[src/adc_pkg.sv]
package adc_pkg;

	//////////////////////////////////////////////////
	// Link and datapath widths

	// SCK divider value
	localparam int CLKDIV_W = 16;
	// ADC input mux select
	localparam int CHAN_W = 3;
	// One ADC conversion
	localparam int SAMPLE_W = 12;
	// Pair sequence tag
	localparam int SEQ_W = 8;
	// Word handed to the consumer
	localparam int PAIR_W = 32;

	//////////////////////////////////////////////////
	// Flow control

	// Credits granted by the consumer at reset
	localparam int CREDIT_W = 3;
	localparam logic [CREDIT_W-1:0] CREDIT_MAX = 3'd4;

	//////////////////////////////////////////////////
	// ADC command frame

	// Command byte is this prefix then the channel select
	localparam logic [4:0] CMD_START = 5'b11000;

	// Reader sequencer states
	typedef enum logic [2:0] {
		RD_IDLE,
		RD_CMD,
		RD_HI,
		RD_LO,
		RD_GAP
	} reader_state_t;

	// Output word, tag in the top byte, channel A above channel B
	typedef struct packed {
		logic [SEQ_W-1:0]    tag;
		logic [SAMPLE_W-1:0] a_sample;
		logic [SAMPLE_W-1:0] b_sample;
	} pair_word_t;

endpackage

[src/spi_byte_if.sv]
`timescale 1ns/10ps

interface spi_byte_if;

	// Start one byte transfer, single cycle
	logic       shift_en;
	// Byte to put on MOSI
	logic [7:0] tx_data;
	// End of transfer, single cycle
	logic       shift_done;
	// Byte collected from MISO, held until the next start
	logic [7:0] rx_data;

	// Sequencer side
	modport requester (
		output shift_en,
		output tx_data,
		input  shift_done,
		input  rx_data
	);

	// Bit engine side
	modport shifter (
		input  shift_en,
		input  tx_data,
		output shift_done,
		output rx_data
	);

endinterface

[src/adc_channel_reader.sv]
`timescale 1ns/10ps

module adc_channel_reader (
	input  logic                         clk,
	input  logic                         rst,
	input  logic                         start,
	input  logic [adc_pkg::CHAN_W-1:0]   chan,
	output logic                         cs_n,
	spi_byte_if.requester                xfer,
	input  logic                         sample_ready,
	output logic                         sample_valid,
	output logic [adc_pkg::SAMPLE_W-1:0] sample
);
	import adc_pkg::*;

	reader_state_t         state;
	// Upper sample bits from the second byte
	logic [SAMPLE_W-9:0]   sample_hi;

	//////////////////////////////////////////////////
	// Frame sequencer

	always_ff @(posedge clk) begin
		if (rst) begin
			state         <= RD_IDLE;
			cs_n          <= 1'b1;
			xfer.shift_en <= 1'b0;
			sample_valid  <= 1'b0;
		end else begin
			// Strobes default low
			xfer.shift_en <= 1'b0;
			sample_valid  <= 1'b0;

			case (state)
				RD_IDLE: begin
					// Only start while the builder slot is free
					if (start && sample_ready) begin
						state         <= RD_CMD;
						cs_n          <= 1'b0;
						xfer.tx_data  <= {CMD_START, chan};
						xfer.shift_en <= 1'b1;
					end
				end

				RD_CMD: begin
					// Command out, clock the first dummy byte
					if (xfer.shift_done) begin
						state         <= RD_HI;
						xfer.tx_data  <= 8'h00;
						xfer.shift_en <= 1'b1;
					end
				end

				RD_HI: begin
					// Low nibble carries bits 11 to 8
					if (xfer.shift_done) begin
						state         <= RD_LO;
						sample_hi     <= xfer.rx_data[SAMPLE_W-9:0];
						xfer.tx_data  <= 8'h00;
						xfer.shift_en <= 1'b1;
					end
				end

				RD_LO: begin
					// Whole byte is bits 7 to 0, frame ends here
					if (xfer.shift_done) begin
						state        <= RD_GAP;
						cs_n         <= 1'b1;
						sample       <= {sample_hi, xfer.rx_data};
						sample_valid <= 1'b1;
					end
				end

				RD_GAP: begin
					// One cycle of CS high between frames
					state <= RD_IDLE;
				end

				default: begin
					state <= RD_IDLE;
					cs_n  <= 1'b1;
				end
			endcase
		end
	end

endmodule

[src/dual_adc_top.sv]
`timescale 1ns/10ps

module dual_adc_top (
	input  logic                         clk,
	input  logic                         rst,
	input  logic [adc_pkg::CLKDIV_W-1:0] clkdiv,
	input  logic                         trigger,
	input  logic [adc_pkg::CHAN_W-1:0]   chan_a,
	input  logic [adc_pkg::CHAN_W-1:0]   chan_b,
	output logic                         sck_a,
	output logic                         mosi_a,
	output logic                         cs_n_a,
	input  logic                         miso_a,
	output logic                         sck_b,
	output logic                         mosi_b,
	output logic                         cs_n_b,
	input  logic                         miso_b,
	output logic                         busy,
	output logic                         out_valid,
	output logic [adc_pkg::PAIR_W-1:0]   out_data,
	input  logic                         credit_return
);
	import adc_pkg::*;

	// Common start to both readers
	logic                start;
	logic                a_valid;
	logic                b_valid;
	logic                a_ready;
	logic                b_ready;
	logic [SAMPLE_W-1:0] a_sample;
	logic [SAMPLE_W-1:0] b_sample;

	// Byte links, one per channel
	spi_byte_if xfer_a ();
	spi_byte_if xfer_b ();

	//////////////////////////////////////////////////
	// Channel A

	adc_channel_reader reader_a (
		.clk(clk), .rst(rst), .start(start), .chan(chan_a), .cs_n(cs_n_a),
		.xfer(xfer_a.requester), .sample_ready(a_ready),
		.sample_valid(a_valid), .sample(a_sample)
	);

	spi_host_xcvr xcvr_a (
		.clk(clk), .rst(rst), .clkdiv(clkdiv),
		.sck(sck_a), .mosi(mosi_a), .miso(miso_a), .bus(xfer_a.shifter)
	);

	//////////////////////////////////////////////////
	// Channel B

	adc_channel_reader reader_b (
		.clk(clk), .rst(rst), .start(start), .chan(chan_b), .cs_n(cs_n_b),
		.xfer(xfer_b.requester), .sample_ready(b_ready),
		.sample_valid(b_valid), .sample(b_sample)
	);

	spi_host_xcvr xcvr_b (
		.clk(clk), .rst(rst), .clkdiv(clkdiv),
		.sck(sck_b), .mosi(mosi_b), .miso(miso_b), .bus(xfer_b.shifter)
	);

	// Pairing, tagging and credit release
	sample_pair_builder builder (
		.clk(clk), .rst(rst),
		.a_valid(a_valid), .b_valid(b_valid),
		.a_sample(a_sample), .b_sample(b_sample),
		.a_ready(a_ready), .b_ready(b_ready),
		.trigger(trigger), .start(start), .busy(busy),
		.credit_return(credit_return),
		.out_valid(out_valid), .out_data(out_data)
	);

endmodule

[src/sample_pair_builder.sv]
`timescale 1ns/10ps

module sample_pair_builder (
	input  logic                         clk,
	input  logic                         rst,
	input  logic                         a_valid,
	input  logic                         b_valid,
	input  logic [adc_pkg::SAMPLE_W-1:0] a_sample,
	input  logic [adc_pkg::SAMPLE_W-1:0] b_sample,
	output logic                         a_ready,
	output logic                         b_ready,
	input  logic                         trigger,
	output logic                         start,
	output logic                         busy,
	input  logic                         credit_return,
	output logic                         out_valid,
	output logic [adc_pkg::PAIR_W-1:0]   out_data
);
	import adc_pkg::*;

	// Slot flags and contents
	logic                a_full;
	logic                b_full;
	logic [SAMPLE_W-1:0] a_slot;
	logic [SAMPLE_W-1:0] b_slot;

	logic [SEQ_W-1:0]    seq;
	logic [CREDIT_W-1:0] credits;
	logic                accept;
	logic                send;
	pair_word_t          next_word;

	// A slot takes a sample while empty
	assign a_ready = !a_full;
	assign b_ready = !b_full;

	// New pair only from idle with nothing left over
	assign accept = trigger && !busy && !a_full && !b_full;
	// Both halves in and the consumer has room
	assign send = a_full && b_full && (credits != '0);

	assign next_word = '{tag: seq, a_sample: a_slot, b_sample: b_slot};

	//////////////////////////////////////////////////
	// Slots, trigger and release

	always_ff @(posedge clk) begin
		if (rst) begin
			a_full    <= 1'b0;
			b_full    <= 1'b0;
			busy      <= 1'b0;
			start     <= 1'b0;
			out_valid <= 1'b0;
			seq       <= '0;
		end else begin
			start     <= accept;
			out_valid <= send;

			if (accept) begin
				busy <= 1'b1;
			end

			// Readers only run after a start, so no overrun here
			if (a_valid) begin
				a_full <= 1'b1;
				a_slot <= a_sample;
			end
			if (b_valid) begin
				b_full <= 1'b1;
				b_slot <= b_sample;
			end

			if (send) begin
				out_data <= next_word;
				a_full   <= 1'b0;
				b_full   <= 1'b0;
				busy     <= 1'b0;
				// Wraps at 255
				seq      <= seq + 1'b1;
			end
		end
	end

	//////////////////////////////////////////////////
	// Credit counter

	always_ff @(posedge clk) begin
		if (rst) begin
			credits <= CREDIT_MAX;
		end else begin
			case ({send, credit_return})
				2'b10:   credits <= credits - 1'b1;
				2'b01:   credits <= credits + 1'b1;
				// Send and return together cancel out
				default: credits <= credits;
			endcase
		end
	end

endmodule

[src/spi_host_xcvr.sv]
`timescale 1ns/10ps

module spi_host_xcvr (
	input  logic                         clk,
	input  logic                         rst,
	input  logic [adc_pkg::CLKDIV_W-1:0] clkdiv,
	output logic                         sck,
	output logic                         mosi,
	input  logic                         miso,
	spi_byte_if.shifter                  bus
);
	import adc_pkg::*;

	//////////////////////////////////////////////////
	// Half period timing

	// Transfer in flight
	logic                active;
	// Last falling edge seen, one trailing half period left
	logic                almost_done;
	// Count limit for one SCK half period
	logic [CLKDIV_W-1:0] half_lim;
	logic [CLKDIV_W-1:0] clkcount;
	logic                half_tick;

	//////////////////////////////////////////////////
	// Shift registers

	// Falling edges done so far
	logic [2:0]          bit_cnt;
	// Bits still to go out after the MSB
	logic [6:0]          tx_shreg;
	logic [7:0]          rx_shreg;

	// Half period is clkdiv/2 + 1 clocks
	assign half_lim  = clkdiv >> 1;
	assign half_tick = (clkcount >= half_lim);

	// Receive register goes straight out, stable once the last bit is in
	assign bus.rx_data = rx_shreg;

	always_ff @(posedge clk) begin
		if (rst) begin
			active         <= 1'b0;
			almost_done    <= 1'b0;
			sck            <= 1'b0;
			mosi           <= 1'b0;
			clkcount       <= '0;
			bus.shift_done <= 1'b0;
		end else begin
			bus.shift_done <= 1'b0;

			if (bus.shift_en) begin
				// Load the byte, MSB goes onto MOSI right away
				active      <= 1'b1;
				almost_done <= 1'b0;
				clkcount    <= '0;
				bit_cnt     <= '0;
				sck         <= 1'b0;
				mosi        <= bus.tx_data[7];
				tx_shreg    <= bus.tx_data[6:0];
			end else if (active) begin
				if (half_tick) begin
					clkcount <= '0;

					if (almost_done) begin
						// Trailing half period over with SCK low
						active         <= 1'b0;
						almost_done    <= 1'b0;
						bus.shift_done <= 1'b1;
					end else if (!sck) begin
						// Rising edge, both ends sample here in mode 0
						sck      <= 1'b1;
						rx_shreg <= {rx_shreg[6:0], miso};
					end else begin
						// Falling edge
						sck     <= 1'b0;
						bit_cnt <= bit_cnt + 1'b1;
						if (bit_cnt == 3'd7) begin
							almost_done <= 1'b1;
						end else begin
							// Next bit out
							mosi     <= tx_shreg[6];
							tx_shreg <= {tx_shreg[5:0], 1'b0};
						end
					end
				end else begin
					clkcount <= clkcount + 1'b1;
				end
			end
		end
	end

endmodule

[config.mk]
export PLATFORM = sky130hd
export DESIGN_NAME = dual_adc_top
export DESIGN_NICKNAME = d
export VERILOG_FILES = /design/src/adc_pkg.sv /design/src/spi_byte_if.sv /design/src/adc_channel_reader.sv /design/src/dual_adc_top.sv /design/src/sample_pair_builder.sv /design/src/spi_host_xcvr.sv
export SDC_FILE = /design/constraint.sdc
export NUM_CORES = 1
export LEC_CHECK = 0
export BUFFER_PORTS_ARGS = -buffer_cell sky130_fd_sc_hd__clkbuf_2
export CAP_MARGIN = 20
export CORE_MARGIN = 4
export CORE_UTILIZATION = 56
export CTS_BUF_LIST = sky130_fd_sc_hd__clkbuf_4
export DETAILED_ROUTE_END_ITERATION = 6
export PLACE_DENSITY_LB_ADDON = 0.1
export SYNTH_ARGS = -nofsm -noshare
export SYNTH_HDL_FRONTEND = slang
export SYNTH_HIERARCHICAL = 1
export SYNTH_SLANG_ARGS = --single-unit
export TNS_END_PERCENT = 5
[constraint.sdc]
create_clock -name clk -period 2.7 [get_ports clk]
set_input_delay 0.27 -clock clk [delete_from_list [all_inputs] [get_ports clk]]
set_output_delay 0.27 -clock clk [all_outputs]
set_load 0.03 [all_outputs]
==> run metrics <==
# DRC=0; largest net degree at the start of global routing=32; Leak=between 3 and 4 nW; multiplexer share of the synthesized area=approximately 2.8%; CP max stage cell=a2111o_1; clk_lat worst skew=around 0.61 ns; Worst Setup End Kind=flop; Post-CTS Hold Buffers=10; Max VDD drop=299 µV; Final setup violation count=0; post-synthesis adder-cell area fraction=5.91%; CTS Sinks=between 200 and 250; synthesized instance count=between 600 and 700; nets@finish=slightly above 800; Clock Tree Buf Depth=3; RR Startpoint=xcvr_a/clkcount[0]$_SDFFE_PP0P_; First-pass DRT Iterations=4; status=finished clean; Netlist cell types=70; share of the synthesized area in the top cell type=between 40 and 50%; Power Internal=4.83 mW; Net Sw Power=around 1.3 mW; Fill cells=around 1.1k; DP Wirelength=just under 10000 µm; Crit Path Max Fanout=7; Flop pwr share=between 50% and 60%; worst-path cell chain=inv_1, ha_1, nand2b_1, a2111o_1, a31oi_4, a21oi_2, a31o_1; Comb power frac=~3.4%; sw frac=21.0%; max-slew violations=0; worst reg2reg endpoint=xcvr_a/tx_shreg[6]$_DFFE_PP_; arrival time at the worst endpoint=between 2 and 3 ns; ys flop type=edfxtp_1; FP Rows=44; post-route ant nets=0; post-synthesis async set-or-reset flop share=0%; period utilisation layout=roughly 92%; cell taking the most area after synthesis=edfxtp_1; Reg clk slew, reported paths=0.07 ns; DIE WIDTH=130 µm; fraction of layout cells with a size suffix above 1=between 20 and 30%; Mapped Area=8390 µm²; boundary pin count=68; routed vias=~5k; Worst path max stage delay=0.45 ns; sequential fraction of the synthesis area=a little under two thirds; crit path capture=xcvr_a/tx_shreg[6]$_DFFE_PP_; syn avg cell area=about 13 µm²; total wire length=approximately 14000 µm; post-synthesis compound-gate area fraction=under 10%; YS warnings=6; initial core utilization=approximately 58%; Iteration-0 DRC Markers=186; final setup TNS=0 ns; crit path launch type=flop; XOR/XNOR Fraction of Synth Area=between 3 and 4%; post-CTS setup buffer count=0; clock period minus worst slack=2.49 ns; Multi-input gate area=2720 µm²; CTS tree=done; Setup Crit Path Kind=flop to flop; CP startpoint=xcvr_a/clkcount[0]$_SDFFE_PP0P_; most frequent cells in the layout=132 x edfxtp_1, 81 x clkbuf_4, 70 x dfxtp_1; vias per cell=between 5 and 6; H-tree Lvls=2; clock power share=approximately 43%; Worst Max-Slew Pin Slew=about 0.66 ns; largest family of logic cells by synthesized area=simple AND/OR/NAND/NOR gates; Post-CTS Resized=0; final hold slack=~0.16 ns; Yosys reg bits=approximately 200; FF+latch area=~5400 µm²; clock skew=0.0187 ns; required time of the critical path=~3.0 ns; IO buf count=66; GRT Util Overall=17.4%; Power Density=between 600 and 700 nW/µm²; Die Ht=between 100 and 150 µm; WL/cell=roughly 14 µm; initial antenna violation count=1; Total Die Area=roughly 17000 µm²; maxcap violations=0; vias in the first global route=5208; Synth Area in Simple Gates=between 10% and 20%; Fin. Hold Viols=0; synth top area cells=edfxtp_1 47%, dfxtp_1 17%, ha_1 5.7%; fmax=401 MHz; first-pass GRT wire length=around 24000 µm; TritonCTS Buffers=50; Root Buffer=clkbuf_4; EDFF count, synth=between 100 and 150; most common cell after layout, fill and taps aside=edfxtp_1; reg2reg setup slack=0.21 ns; Min-Delay Path Depth=4; Congestion Overflow GR=0; HP Class=input port to flop; worst r2r path cells=7; core area=about 15000 µm²; Slew HR=between 50 and 60%; unrepaired setup endpoints after global routing=false; Area Overhead vs Synth=15.7%; GP Congestion=roughly 0.81
registers in the layout, indices dropped and copies added, names as in the netlist, 7 cells and up:
register,count
builder/a_slot,12
reader_a/sample,12
xcvr_b/bus.rx_data,8
xcvr_b/tx_shreg,7
xcvr_a/tx_shreg,7
xcvr_a/clkcount,16
builder/out_data,32
xcvr_b/clkcount,16
reader_b/sample,12
builder/seq,8
builder/b_slot,12
xcvr_a/bus.rx_data,8
power groups by stage:
| stage | Clock, mW | Sequential, mW | Combinational (mW) |
|---|---|---|---|
| global placement | 0 | 3.38 | 0.187 |
| finish | 2.60 | 3.31 | 0.209 |
| CTS | 2.70 | 3.31 | 0.210 |
| global route | 2.88 | 3.31 | 0.236 |
| floorplan | 0 | 3.37 | 0.140 |
| detailed placement | 0 | 3.38 | 0.196 |
Yosys cell counts (11+ instances only):
cell and count:
nor3_1 17, a21oi_1 21, nand4_1 18, edfxtp_1 132
xnor2_1 18, xor2_1 14, nor2b_1 17, nand2_1 26
dfxtp_1 70, nand3_1 17, nor2_1 53, ha_1 38
mux2_2 14, nor3_2 11, inv_1 49
cell type report:
class,count,share of cell area (%)
flip-flops and latches,202,55.3
multi-input cells,367,28.0
clock buffers,81,6.26
repair buffers,87,5.28
well taps,184,2.37
inverters,50,1.93
clock inverters,13,0.851
diodes,1,0.0258
layer usage:
metal | vias to the layer above | wire length (µm) | part of all wire [%] | GRT usage, %
met5 | - | 0 | 0 | 0
met4 | 0 | 227 | 1.6 | 6.84
met3 | 20 | 636 | 4.5 | 4.43
met2 | 117 | 6990 | 50 | 29.5
met1 | 2430 | 6200 | 44 | 21.5
li1 | 2569 | - | - | -
how the worst min path moves through the flow:
stage | startpoint | to | slack (ns)
final | credit_return | builder/credits[0]$_SDFFE_PP0P_ | 0.16
after global routing | credit_return | builder/credits[0]$_SDFFE_PP0P_ | 0.15
after CTS | credit_return | builder/credits[0]$_SDFFE_PP0P_ | 0.10
after detailed placement | reader_a/sample[11]$_DFFE_PP_ | builder/a_slot[11]$_DFFE_PP_ | 0.40
after global placement | builder/b_slot[7]$_DFFE_PP_ | builder/out_data[7]$_DFFE_PP_ | 0.40
after floorplan | rst | xcvr_a/active$_SDFF_PP0_ | 0.35
critical path: cells and delay by family, from the launching register on:
kind / cells / cell delay, ns
compound gates: 4 / 1.27
flops: 1 / 0.43
fa+ha+maj: 1 / 0.27
simple gates: 1 / 0.14
buf+inv: 1 / 0.10
cells by family (layout without fill, tap and decap cells):
family | Yosys count | in the layout
xor+xnor | 32 | 32
compound gates | 71 | 71
simple gates | 198 | 198
mux | 21 | 21
buf+inv | 75 | 231
flops | 202 | 202
fa+ha+maj | 39 | 39
other cells | 2 | 7
metrics by stage:
| stage | instances | area, µm² | power, mW | setup slack [ns] | utilization [%] |
|---|---|---|---|---|---|
| global placement | 880 | 8910 | 3.56 | 0.284 | 61.1 |
| finish | 985 | 9710 | 6.12 | 0.207 | 66.5 |
| CTS | 984 | 9700 | 6.22 | 0.197 | 66.5 |
| global route | 985 | 9710 | 6.42 | 0.0695 | 66.5 |
| floorplan | 644 | 8410 | 3.51 | 0.113 | - |
| detailed placement | 880 | 8910 | 3.57 | 0.220 | 61.1 |
Note: power is estimated with default switching activity, not from simulation.
